==> src/plic_map_pkg.sv <==
package plic_map_pkg;

    // ------------------------------
    // Host port widths
    // ------------------------------
    parameter int ADDR_WIDTH = 24;
    parameter int DATA_WIDTH = 32;

    // ------------------------------
    // Register map
    // ------------------------------
    parameter logic [ADDR_WIDTH-1:0] PRIO_BASE  = 24'h000000;  // Source n at base + 4n.
    parameter logic [ADDR_WIDTH-1:0] PEND_ADDR  = 24'h001000;  // Read only.
    parameter logic [ADDR_WIDTH-1:0] EN_ADDR    = 24'h002000;
    parameter logic [ADDR_WIDTH-1:0] THR_ADDR   = 24'h200000;
    parameter logic [ADDR_WIDTH-1:0] CLAIM_ADDR = 24'h200004;  // Claim on read, complete on write.

    typedef enum logic [3:0] {
        OP_NONE,
        OP_PRIO_WR,
        OP_PRIO_RD,
        OP_PEND_RD,
        OP_EN_WR,
        OP_EN_RD,
        OP_THR_WR,
        OP_THR_RD,
        OP_CLAIM,
        OP_COMPLETE
    } reg_op_t;

endpackage

==> src/plic_src_pkg.sv <==
package plic_src_pkg;

    // ------------------------------
    // Source defaults
    // ------------------------------
    parameter int NUM_SOURCES_DEF = 32;  // Source 0 reserved.
    parameter int PRIO_WIDTH_DEF  = 3;

    // ------------------------------
    // State encodings
    // ------------------------------
    typedef enum logic [1:0] {
        BUS_IDLE,
        BUS_EXEC,
        BUS_ACK
    } bus_state_t;

    typedef enum logic {
        GW_READY,
        GW_IN_SERVICE
    } gw_state_t;

endpackage

==> src/plic_gateway.sv <==
`timescale 1ns/1ps

module plic_gateway #(
    parameter int NUM_SOURCES = plic_src_pkg::NUM_SOURCES_DEF,
    localparam int IDX_W = $clog2(NUM_SOURCES)
) (
    input  logic                   clk,
    input  logic                   rstn,
    input  logic [NUM_SOURCES-1:0] int_src,
    input  logic                   done_pulse,
    input  logic [IDX_W-1:0]       done_id,
    output logic [NUM_SOURCES-1:0] gw_set
);

    plic_src_pkg::gw_state_t gw_state [1:NUM_SOURCES-1];

    always_ff @(posedge clk)
    begin
        if (!rstn)
        begin
            gw_set <= '0;
            for (int n = 1; n < NUM_SOURCES; n++)
                gw_state[n] <= plic_src_pkg::GW_READY;
        end
        else
        begin
            gw_set <= '0;
            for (int n = 1; n < NUM_SOURCES; n++)  // Source 0 never admitted.
            begin
                case (gw_state[n])
                    plic_src_pkg::GW_READY:
                        if (int_src[n])
                        begin
                            gw_set[n]   <= 1'b1;
                            gw_state[n] <= plic_src_pkg::GW_IN_SERVICE;
                        end
                    default:
                        if (done_pulse && done_id == IDX_W'(n))
                            gw_state[n] <= plic_src_pkg::GW_READY;  // Level rechecked next cycle.
                endcase
            end
        end
    end

endmodule

==> src/plic_priority_tree.sv <==
`timescale 1ns/1ps

module plic_priority_tree #(
    parameter int NUM_SOURCES = plic_src_pkg::NUM_SOURCES_DEF,
    parameter int PRIO_WIDTH  = plic_src_pkg::PRIO_WIDTH_DEF,
    localparam int IDX_W = $clog2(NUM_SOURCES)
) (
    input  logic                              clk,
    input  logic                              rstn,
    input  logic [NUM_SOURCES*PRIO_WIDTH-1:0] prio_vec,
    input  logic [NUM_SOURCES-1:0]            pending,
    input  logic [NUM_SOURCES-1:0]            enable,
    input  logic [PRIO_WIDTH-1:0]             threshold,
    output logic [IDX_W-1:0]                  winner_id,
    output logic                              notif
);

    localparam int LEAVES = 1 << IDX_W;

    logic [LEAVES-1:0]            live;
    logic [LEAVES*PRIO_WIDTH-1:0] prio_pad;
    logic [PRIO_WIDTH-1:0]        node_prio [1:2*LEAVES-1];
    logic [IDX_W-1:0]             node_id   [1:2*LEAVES-1];

    assign live     = LEAVES'(pending & enable);
    assign prio_pad = (LEAVES*PRIO_WIDTH)'(prio_vec);

    // ------------------------------
    // Tournament tree
    // ------------------------------
    always_comb
    begin
        for (int n = 0; n < LEAVES; n++)
        begin
            node_id[LEAVES+n]   = IDX_W'(n);
            node_prio[LEAVES+n] = live[n] ? prio_pad[n*PRIO_WIDTH +: PRIO_WIDTH] : '0;
        end
        // Left child holds lower IDs, so ties go left.
        for (int i = LEAVES - 1; i >= 1; i--)
        begin
            if (node_prio[2*i] >= node_prio[2*i+1])
            begin
                node_prio[i] = node_prio[2*i];
                node_id[i]   = node_id[2*i];
            end
            else
            begin
                node_prio[i] = node_prio[2*i+1];
                node_id[i]   = node_id[2*i+1];
            end
        end
    end

    assign winner_id = (node_prio[1] > threshold) ? node_id[1] : '0;

    always_ff @(posedge clk)
    begin
        if (!rstn)
            notif <= 1'b0;
        else
            notif <= (winner_id != 0);
    end

endmodule

==> src/plic_reg_decode.sv <==
`timescale 1ns/1ps

module plic_reg_decode #(
    parameter int NUM_SOURCES = plic_src_pkg::NUM_SOURCES_DEF,
    localparam int IDX_W = $clog2(NUM_SOURCES)
) (
    input  logic                                clk,
    input  logic                                rstn,
    input  logic                                req,
    input  logic                                wr,
    input  logic [plic_map_pkg::ADDR_WIDTH-1:0] addr,
    input  logic [plic_map_pkg::DATA_WIDTH-1:0] wdata,
    input  logic                                op_done,
    output logic                                ack,
    output logic                                op_valid,
    output plic_map_pkg::reg_op_t               op,
    output logic [IDX_W-1:0]                    idx,
    output logic [plic_map_pkg::DATA_WIDTH-1:0] op_wdata
);

    localparam int AW = plic_map_pkg::ADDR_WIDTH;

    plic_src_pkg::bus_state_t state;
    plic_map_pkg::reg_op_t    dec_op;
    logic [IDX_W-1:0]         dec_idx;
    logic [AW-1:0]            prio_off;
    logic [AW-3:0]            word_idx;

    // ------------------------------
    // Address classification
    // ------------------------------
    always_comb
    begin
        prio_off = addr - plic_map_pkg::PRIO_BASE;
        word_idx = prio_off[AW-1:2];
        dec_op   = plic_map_pkg::OP_NONE;  // Unmapped reads return 0.
        dec_idx  = '0;
        if (addr[1:0] == 2'b00)
        begin
            if (addr < plic_map_pkg::PEND_ADDR)
            begin
                if (word_idx != 0 && word_idx < NUM_SOURCES)
                begin
                    dec_op  = wr ? plic_map_pkg::OP_PRIO_WR : plic_map_pkg::OP_PRIO_RD;
                    dec_idx = word_idx[IDX_W-1:0];
                end
            end
            else if (addr == plic_map_pkg::PEND_ADDR && !wr)
                dec_op = plic_map_pkg::OP_PEND_RD;
            else if (addr == plic_map_pkg::EN_ADDR)
                dec_op = wr ? plic_map_pkg::OP_EN_WR : plic_map_pkg::OP_EN_RD;
            else if (addr == plic_map_pkg::THR_ADDR)
                dec_op = wr ? plic_map_pkg::OP_THR_WR : plic_map_pkg::OP_THR_RD;
            else if (addr == plic_map_pkg::CLAIM_ADDR)
                dec_op = wr ? plic_map_pkg::OP_COMPLETE : plic_map_pkg::OP_CLAIM;
        end
    end

    // ------------------------------
    // Four-phase handshake
    // ------------------------------
    always_ff @(posedge clk)
    begin
        if (!rstn)
        begin
            state    <= plic_src_pkg::BUS_IDLE;
            ack      <= 1'b0;
            op_valid <= 1'b0;
        end
        else
        begin
            op_valid <= 1'b0;
            case (state)
                plic_src_pkg::BUS_IDLE:
                    if (req)
                    begin
                        op_valid <= 1'b1;
                        state    <= plic_src_pkg::BUS_EXEC;
                    end
                plic_src_pkg::BUS_EXEC:
                    if (op_done)
                    begin
                        ack   <= 1'b1;  // Read data already valid.
                        state <= plic_src_pkg::BUS_ACK;
                    end
                plic_src_pkg::BUS_ACK:
                    if (!req)
                    begin
                        ack   <= 1'b0;
                        state <= plic_src_pkg::BUS_IDLE;
                    end
                default:
                    state <= plic_src_pkg::BUS_IDLE;
            endcase
        end
    end

    always_ff @(posedge clk)
    begin
        if (state == plic_src_pkg::BUS_IDLE && req)
        begin
            op       <= dec_op;
            idx      <= dec_idx;
            op_wdata <= wdata;
        end
    end

endmodule

==> src/plic_register_file.sv <==
`timescale 1ns/1ps

module plic_register_file #(
    parameter int NUM_SOURCES = plic_src_pkg::NUM_SOURCES_DEF,
    parameter int PRIO_WIDTH  = plic_src_pkg::PRIO_WIDTH_DEF,
    localparam int IDX_W = $clog2(NUM_SOURCES)
) (
    input  logic                                clk,
    input  logic                                rstn,
    input  logic                                op_valid,
    input  plic_map_pkg::reg_op_t               op,
    input  logic [IDX_W-1:0]                    idx,
    input  logic [plic_map_pkg::DATA_WIDTH-1:0] op_wdata,
    input  logic [NUM_SOURCES-1:0]              gw_set,
    input  logic [IDX_W-1:0]                    winner_id,
    output logic                                op_done,
    output logic [plic_map_pkg::DATA_WIDTH-1:0] rdata,
    output logic                                done_pulse,
    output logic [IDX_W-1:0]                    done_id,
    output logic [NUM_SOURCES*PRIO_WIDTH-1:0]   prio_vec,
    output logic [NUM_SOURCES-1:0]              pending,
    output logic [NUM_SOURCES-1:0]              enable,
    output logic [PRIO_WIDTH-1:0]               threshold
);

    localparam int DW = plic_map_pkg::DATA_WIDTH;
    localparam logic [NUM_SOURCES-1:0] SRC_MASK = {{(NUM_SOURCES-1){1'b1}}, 1'b0};

    logic [NUM_SOURCES-1:0][PRIO_WIDTH-1:0] prio_q;
    logic [NUM_SOURCES-1:0]                 claim_clr;
    logic                                   cpl_ok;
    logic [DW-1:0]                          read_data;

    assign prio_vec = prio_q;

    // ------------------------------
    // Claim and complete
    // ------------------------------
    always_comb
    begin
        claim_clr = '0;
        if (op_valid && op == plic_map_pkg::OP_CLAIM && winner_id != 0)
            claim_clr[winner_id] = 1'b1;
    end

    assign cpl_ok = op_valid && op == plic_map_pkg::OP_COMPLETE
                    && op_wdata != 0 && op_wdata < NUM_SOURCES;

    always_comb
    begin
        case (op)
            plic_map_pkg::OP_PRIO_RD: read_data = DW'(prio_q[idx]);
            plic_map_pkg::OP_PEND_RD: read_data = DW'(pending);
            plic_map_pkg::OP_EN_RD:   read_data = DW'(enable);
            plic_map_pkg::OP_THR_RD:  read_data = DW'(threshold);
            plic_map_pkg::OP_CLAIM:   read_data = DW'(winner_id);
            default:                  read_data = '0;  // Writes and unmapped.
        endcase
    end

    // ------------------------------
    // Register update
    // ------------------------------
    always_ff @(posedge clk)
    begin
        if (!rstn)
        begin
            prio_q     <= '0;
            pending    <= '0;
            enable     <= '0;
            threshold  <= '0;
            op_done    <= 1'b0;
            done_pulse <= 1'b0;
            done_id    <= '0;
            rdata      <= '0;
        end
        else
        begin
            op_done    <= op_valid;
            done_pulse <= cpl_ok;
            pending    <= (pending | gw_set) & ~claim_clr & SRC_MASK;  // Claim beats set.
            if (cpl_ok)
                done_id <= op_wdata[IDX_W-1:0];
            if (op_valid)
            begin
                case (op)
                    plic_map_pkg::OP_PRIO_WR: prio_q[idx] <= op_wdata[PRIO_WIDTH-1:0];
                    plic_map_pkg::OP_EN_WR:   enable <= op_wdata[NUM_SOURCES-1:0] & SRC_MASK;
                    plic_map_pkg::OP_THR_WR:  threshold <= op_wdata[PRIO_WIDTH-1:0];
                    default: ;
                endcase
                rdata <= read_data;
            end
        end
    end

endmodule

==> src/plic_top.sv <==
`timescale 1ns/1ps

module plic_top #(
    parameter int NUM_SOURCES = plic_src_pkg::NUM_SOURCES_DEF,
    parameter int PRIO_WIDTH  = plic_src_pkg::PRIO_WIDTH_DEF,
    localparam int IDX_W = $clog2(NUM_SOURCES)
) (
    input  logic                                clk,
    input  logic                                rstn,
    input  logic                                req,
    input  logic                                wr,
    input  logic [plic_map_pkg::ADDR_WIDTH-1:0] addr,
    input  logic [plic_map_pkg::DATA_WIDTH-1:0] wdata,
    input  logic [NUM_SOURCES-1:0]              int_src,
    output logic                                ack,
    output logic [plic_map_pkg::DATA_WIDTH-1:0] rdata,
    output logic                                notif
);

    logic                                op_valid;
    plic_map_pkg::reg_op_t               op;
    logic [IDX_W-1:0]                    idx;
    logic [plic_map_pkg::DATA_WIDTH-1:0] op_wdata;
    logic                                op_done;
    logic [NUM_SOURCES-1:0]              gw_set;
    logic                                done_pulse;
    logic [IDX_W-1:0]                    done_id;
    logic [NUM_SOURCES*PRIO_WIDTH-1:0]   prio_vec;
    logic [NUM_SOURCES-1:0]              pending;
    logic [NUM_SOURCES-1:0]              enable;
    logic [PRIO_WIDTH-1:0]               threshold;
    logic [IDX_W-1:0]                    winner_id;

    plic_reg_decode #(.NUM_SOURCES(NUM_SOURCES)) i_plic_reg_decode (
        .clk(clk), .rstn(rstn), .req(req), .wr(wr), .addr(addr), .wdata(wdata),
        .op_done(op_done), .ack(ack), .op_valid(op_valid), .op(op), .idx(idx),
        .op_wdata(op_wdata)
    );

    plic_gateway #(.NUM_SOURCES(NUM_SOURCES)) i_plic_gateway (
        .clk(clk), .rstn(rstn), .int_src(int_src), .done_pulse(done_pulse),
        .done_id(done_id), .gw_set(gw_set)
    );

    plic_register_file #(
        .NUM_SOURCES(NUM_SOURCES),
        .PRIO_WIDTH(PRIO_WIDTH)
    ) i_plic_register_file (
        .clk(clk), .rstn(rstn), .op_valid(op_valid), .op(op), .idx(idx),
        .op_wdata(op_wdata), .gw_set(gw_set), .winner_id(winner_id), .op_done(op_done),
        .rdata(rdata), .done_pulse(done_pulse), .done_id(done_id), .prio_vec(prio_vec),
        .pending(pending), .enable(enable), .threshold(threshold)
    );

    plic_priority_tree #(
        .NUM_SOURCES(NUM_SOURCES),
        .PRIO_WIDTH(PRIO_WIDTH)
    ) i_plic_priority_tree (
        .clk(clk), .rstn(rstn), .prio_vec(prio_vec), .pending(pending), .enable(enable),
        .threshold(threshold), .winner_id(winner_id), .notif(notif)
    );

endmodule
==> config.mk <==
export PLATFORM = sky130hd
export DESIGN_NAME = plic_top
export DESIGN_NICKNAME = d
export VERILOG_FILES = /design/src/plic_map_pkg.sv /design/src/plic_src_pkg.sv /design/src/plic_gateway.sv /design/src/plic_priority_tree.sv /design/src/plic_reg_decode.sv /design/src/plic_register_file.sv /design/src/plic_top.sv
export SDC_FILE = /design/constraint.sdc
export NUM_CORES = 1
export LEC_CHECK = 0
export BUFFER_PORTS_ARGS = -buffer_cell sky130_fd_sc_hd__clkbuf_2
export CORE_AREA = 2 2 218 155
export CTS_CLUSTER_SIZE = 10
export DETAILED_ROUTE_END_ITERATION = 6
export DIE_AREA = 0 0 220 157
export PLACE_DENSITY = 0.76
export SYNTH_ARGS = -nofsm -noshare
export SYNTH_HDL_FRONTEND = slang
export SYNTH_HIERARCHICAL = 1
export SYNTH_SLANG_ARGS = --single-unit
==> constraint.sdc <==
create_clock -name clk -period 8.4 [get_ports clk]
set_input_delay 1.68 -clock clk [delete_from_list [all_inputs] [get_ports clk]]
set_output_delay 1.68 -clock clk [all_outputs]
set_load 0.02 [all_outputs]
==> metrics.cfg <==
[run_status]
status = finished, violations left
violations = capacitance limit, slew limit

[cells_and_area]
design_area_sq_mm = 0.0213
layout-drive-gt1-share = 0.264
regArea_sq_mm = 0.00695
fill_cells = 2530
nets = 2353
num_antenna_cells = 0
multiInputGateArea_sq_mm = 0.0106
syn_to_final_growth_pct = 21.0

[global_route]
antenna_found_initial = 3
grt_pass1_vias = 16000
busiest_layer = met2
grt_pass1_wl_um = 90500
grt_overflow = 0
use_met3 = 0.118
use_met2 = 0.496
grt_use_met1 = 0.472
grt_usage = 0.343
grt_start_max_net_pins = 105

[critical_path]
path_max_fanout = 8
reg2reg_from = i_plic_register_file/prio_vec[86]$_SDFFE_PN0P_
cp-start-kind = register
required_ns = 8.78
r2r_cells = 41
slowest_delay_ns = 0.62
cp_top_family = compound AO/OA/AOI/OAI gates
reg2reg_slack_ns = 0.13
worstSetupEndpointType = register
path_class = reg -> reg
critPathSlowestCell = nor4_4
cp_num_buf_inv = 5
crit_path_start = i_plic_register_file/prio_vec[86]$_SDFFE_PN0P_
r2r-end = i_plic_register_file/pending[2]$_SDFF_PN0_
worst_ep_arrival_time_ns = 8.64

[floorplanning]
pin_count = 126
die_h_um = 157
die_w_um = 220
start_util = 0.548
dieArea_sq_mm = 0.0345
num_rows = 55
core_area_sq_mm = 0.0322

[timing]
max_freq_mhz = 121
slew_violations = 14
postLayoutSetupSlackWorst_ns = 0.133
setup_tns_ns = 0
worstMarginPinSlew_ns = 1.50
hold_ws_ns = 0.475
fin_skew_ns = 0.0258
period_minus_slack_ns = 8.27
hold_violations = 0
setup_viol = 0
fin_crit_sh = 0.984
max-slew-margin-rel = -0.00698

[logic_synthesis]
synth_cells = 1979
syn_area_sq_mm = 0.0176
avgSynthCellArea_sq_um = 8.92
ys_warn_count = 6

[route]
wl_um = 62100
drcViolationCount = 0
wl_per_cell_um = 23.7
via_count = 17400
vias_per_cell = 6.62
drtAntennaViolNets = 0
drt_iter0_drc = 2681
first_pass_iters = 7

[worst_hold_path]
hold_start = i_plic_register_file/enable[17]$_SDFFE_PN0P_
holdPathStages = 2
hold_end = i_plic_register_file/enable[17]$_SDFFE_PN0P_
hold_path_class = reg -> reg

[place]
dp_slack_ns = -0.278
io_buffers = 124
placed_area_sq_mm = 0.0193
gp_congestion = 1.03
dpl.hpwl_um = 44200

[clock_network]
clkTransAtPathRegs_ns = 0.06
clk_latency_ns = 0.53
cts_max_path_buffers = 3
numCtsBuffers = 36
tritoncts = done
h-tree-depth = 2
ctsRootBufferMaster = clkbuf_16
cts_sinks = 308

[pwr]
p_int_mw = 2.46
p_leak_nw = 8.19
power_per_cell_area_mw_per_mm2 = 153
vdd_drop_max_uv = 185
pwr-share-clk = 0.440
power_switching_mw = 0.794
p_comb_frac = 0.064
power.total_mw = 3.26
seq_power_share = 0.496
swShare = 0.244

[job]
drv_cap = 1

placed cells by master (no fill, tap or decap), types with 38 or more instances in the layout:
master,instances
clkbuf_16,38
clkbuf_2,123
edfxtp_1,72
nand3_1,185
nor2_1,49
nand2_1,109
dfxtp_1,198
nor3_1,38
and3_1,53
a21oi_1,184
o21ai_0,120
ha_1,70
nand2b_1,43
inv_1,87
buf_4,157
nor2b_1,42
worst min-delay path, stage by stage (launching register included):
cell and delay, ns:
dfxtp_2 0.33, nand2_1 0.06, a21oi_1 0.05
metrics by stage:
step,util,std cells
global route,0.663,2622
floorplan,-,1980
global placement,0.598,2534
detailed placement,0.598,2534
CTS,0.633,2592
finish,0.663,2622
state kept, by name, indices dropped and copies added, names as in the netlist:
register	cells
i_plic_gateway/gw_state	31
i_plic_register_file/done_pulse	1
i_plic_reg_decode/op_wdata	32
i_plic_register_file/op_done	1
i_plic_register_file/prio_vec	96
i_plic_reg_decode/op_valid	1
i_plic_reg_decode/op	4
i_plic_reg_decode/idx	5
i_plic_gateway/gw_set	31
i_plic_register_file/done_id	5
i_plic_register_file/enable	31
i_plic_reg_decode/state	2
i_plic_register_file/threshold	3
i_plic_register_file/pending	31
i_plic_priority_tree/notif	1
i_plic_register_file/rdata	32
i_plic_reg_decode/ack	1
power by group through the flow:
stage	clock, mW	sequential [mW]	combinational, mW
after global routing	1.49	1.62	0.220
after global placement	0	1.64	0.192
after CTS	1.43	1.61	0.200
after detailed placement	0	1.64	0.198
after floorplan	0	1.63	0.123
final	1.43	1.62	0.207
cell type report:
cell class	count	share of cell area
sequential	308	0.326
clock buffer	54	0.0474
clock inverter	1	0.000762
inverter	102	0.0180
timing repair buffer	287	0.0883
tap	427	0.0250
multi-input combinational	1443	0.495
routing by layer:
layer / vias up / part of all wire
met2: 1155 / 0.42
met5: - / 0.00011
met4: 2 / 0.040
met1: 8282 / 0.40
li1: 7742 / -
met3: 178 / 0.14
what timing repair did:
| item | 4_1_cts | 5_1_grt |
|---|---|---|
| pin swaps | 6 | 65 |
| endpoints found under the setup margin | 32 | 36 |
| buffers inserted | 3 | 32 |
| gates cloned | 0 | 0 |
| endpoints found under the hold margin | 0 | 0 |
| resized for setup | 22 | 181 |
| hold buffers | 0 | 0 |
worst max-delay path by stage:
stage / end / depth (start not counted)
3_3_place_gp: i_plic_register_file/rdata[1]$_SDFFE_PN0P_ / 46
5_1_grt: i_plic_register_file/rdata[1]$_SDFFE_PN0P_ / 40
2_1_floorplan: i_plic_register_file/pending[2]$_SDFF_PN0_ / 41
3_5_place_dp: i_plic_register_file/rdata[1]$_SDFFE_PN0P_ / 45
6_report: i_plic_register_file/pending[2]$_SDFF_PN0_ / 41
4_1_cts: i_plic_register_file/rdata[1]$_SDFFE_PN0P_ / 46
Note: power is estimated with default switching activity, not from simulation.
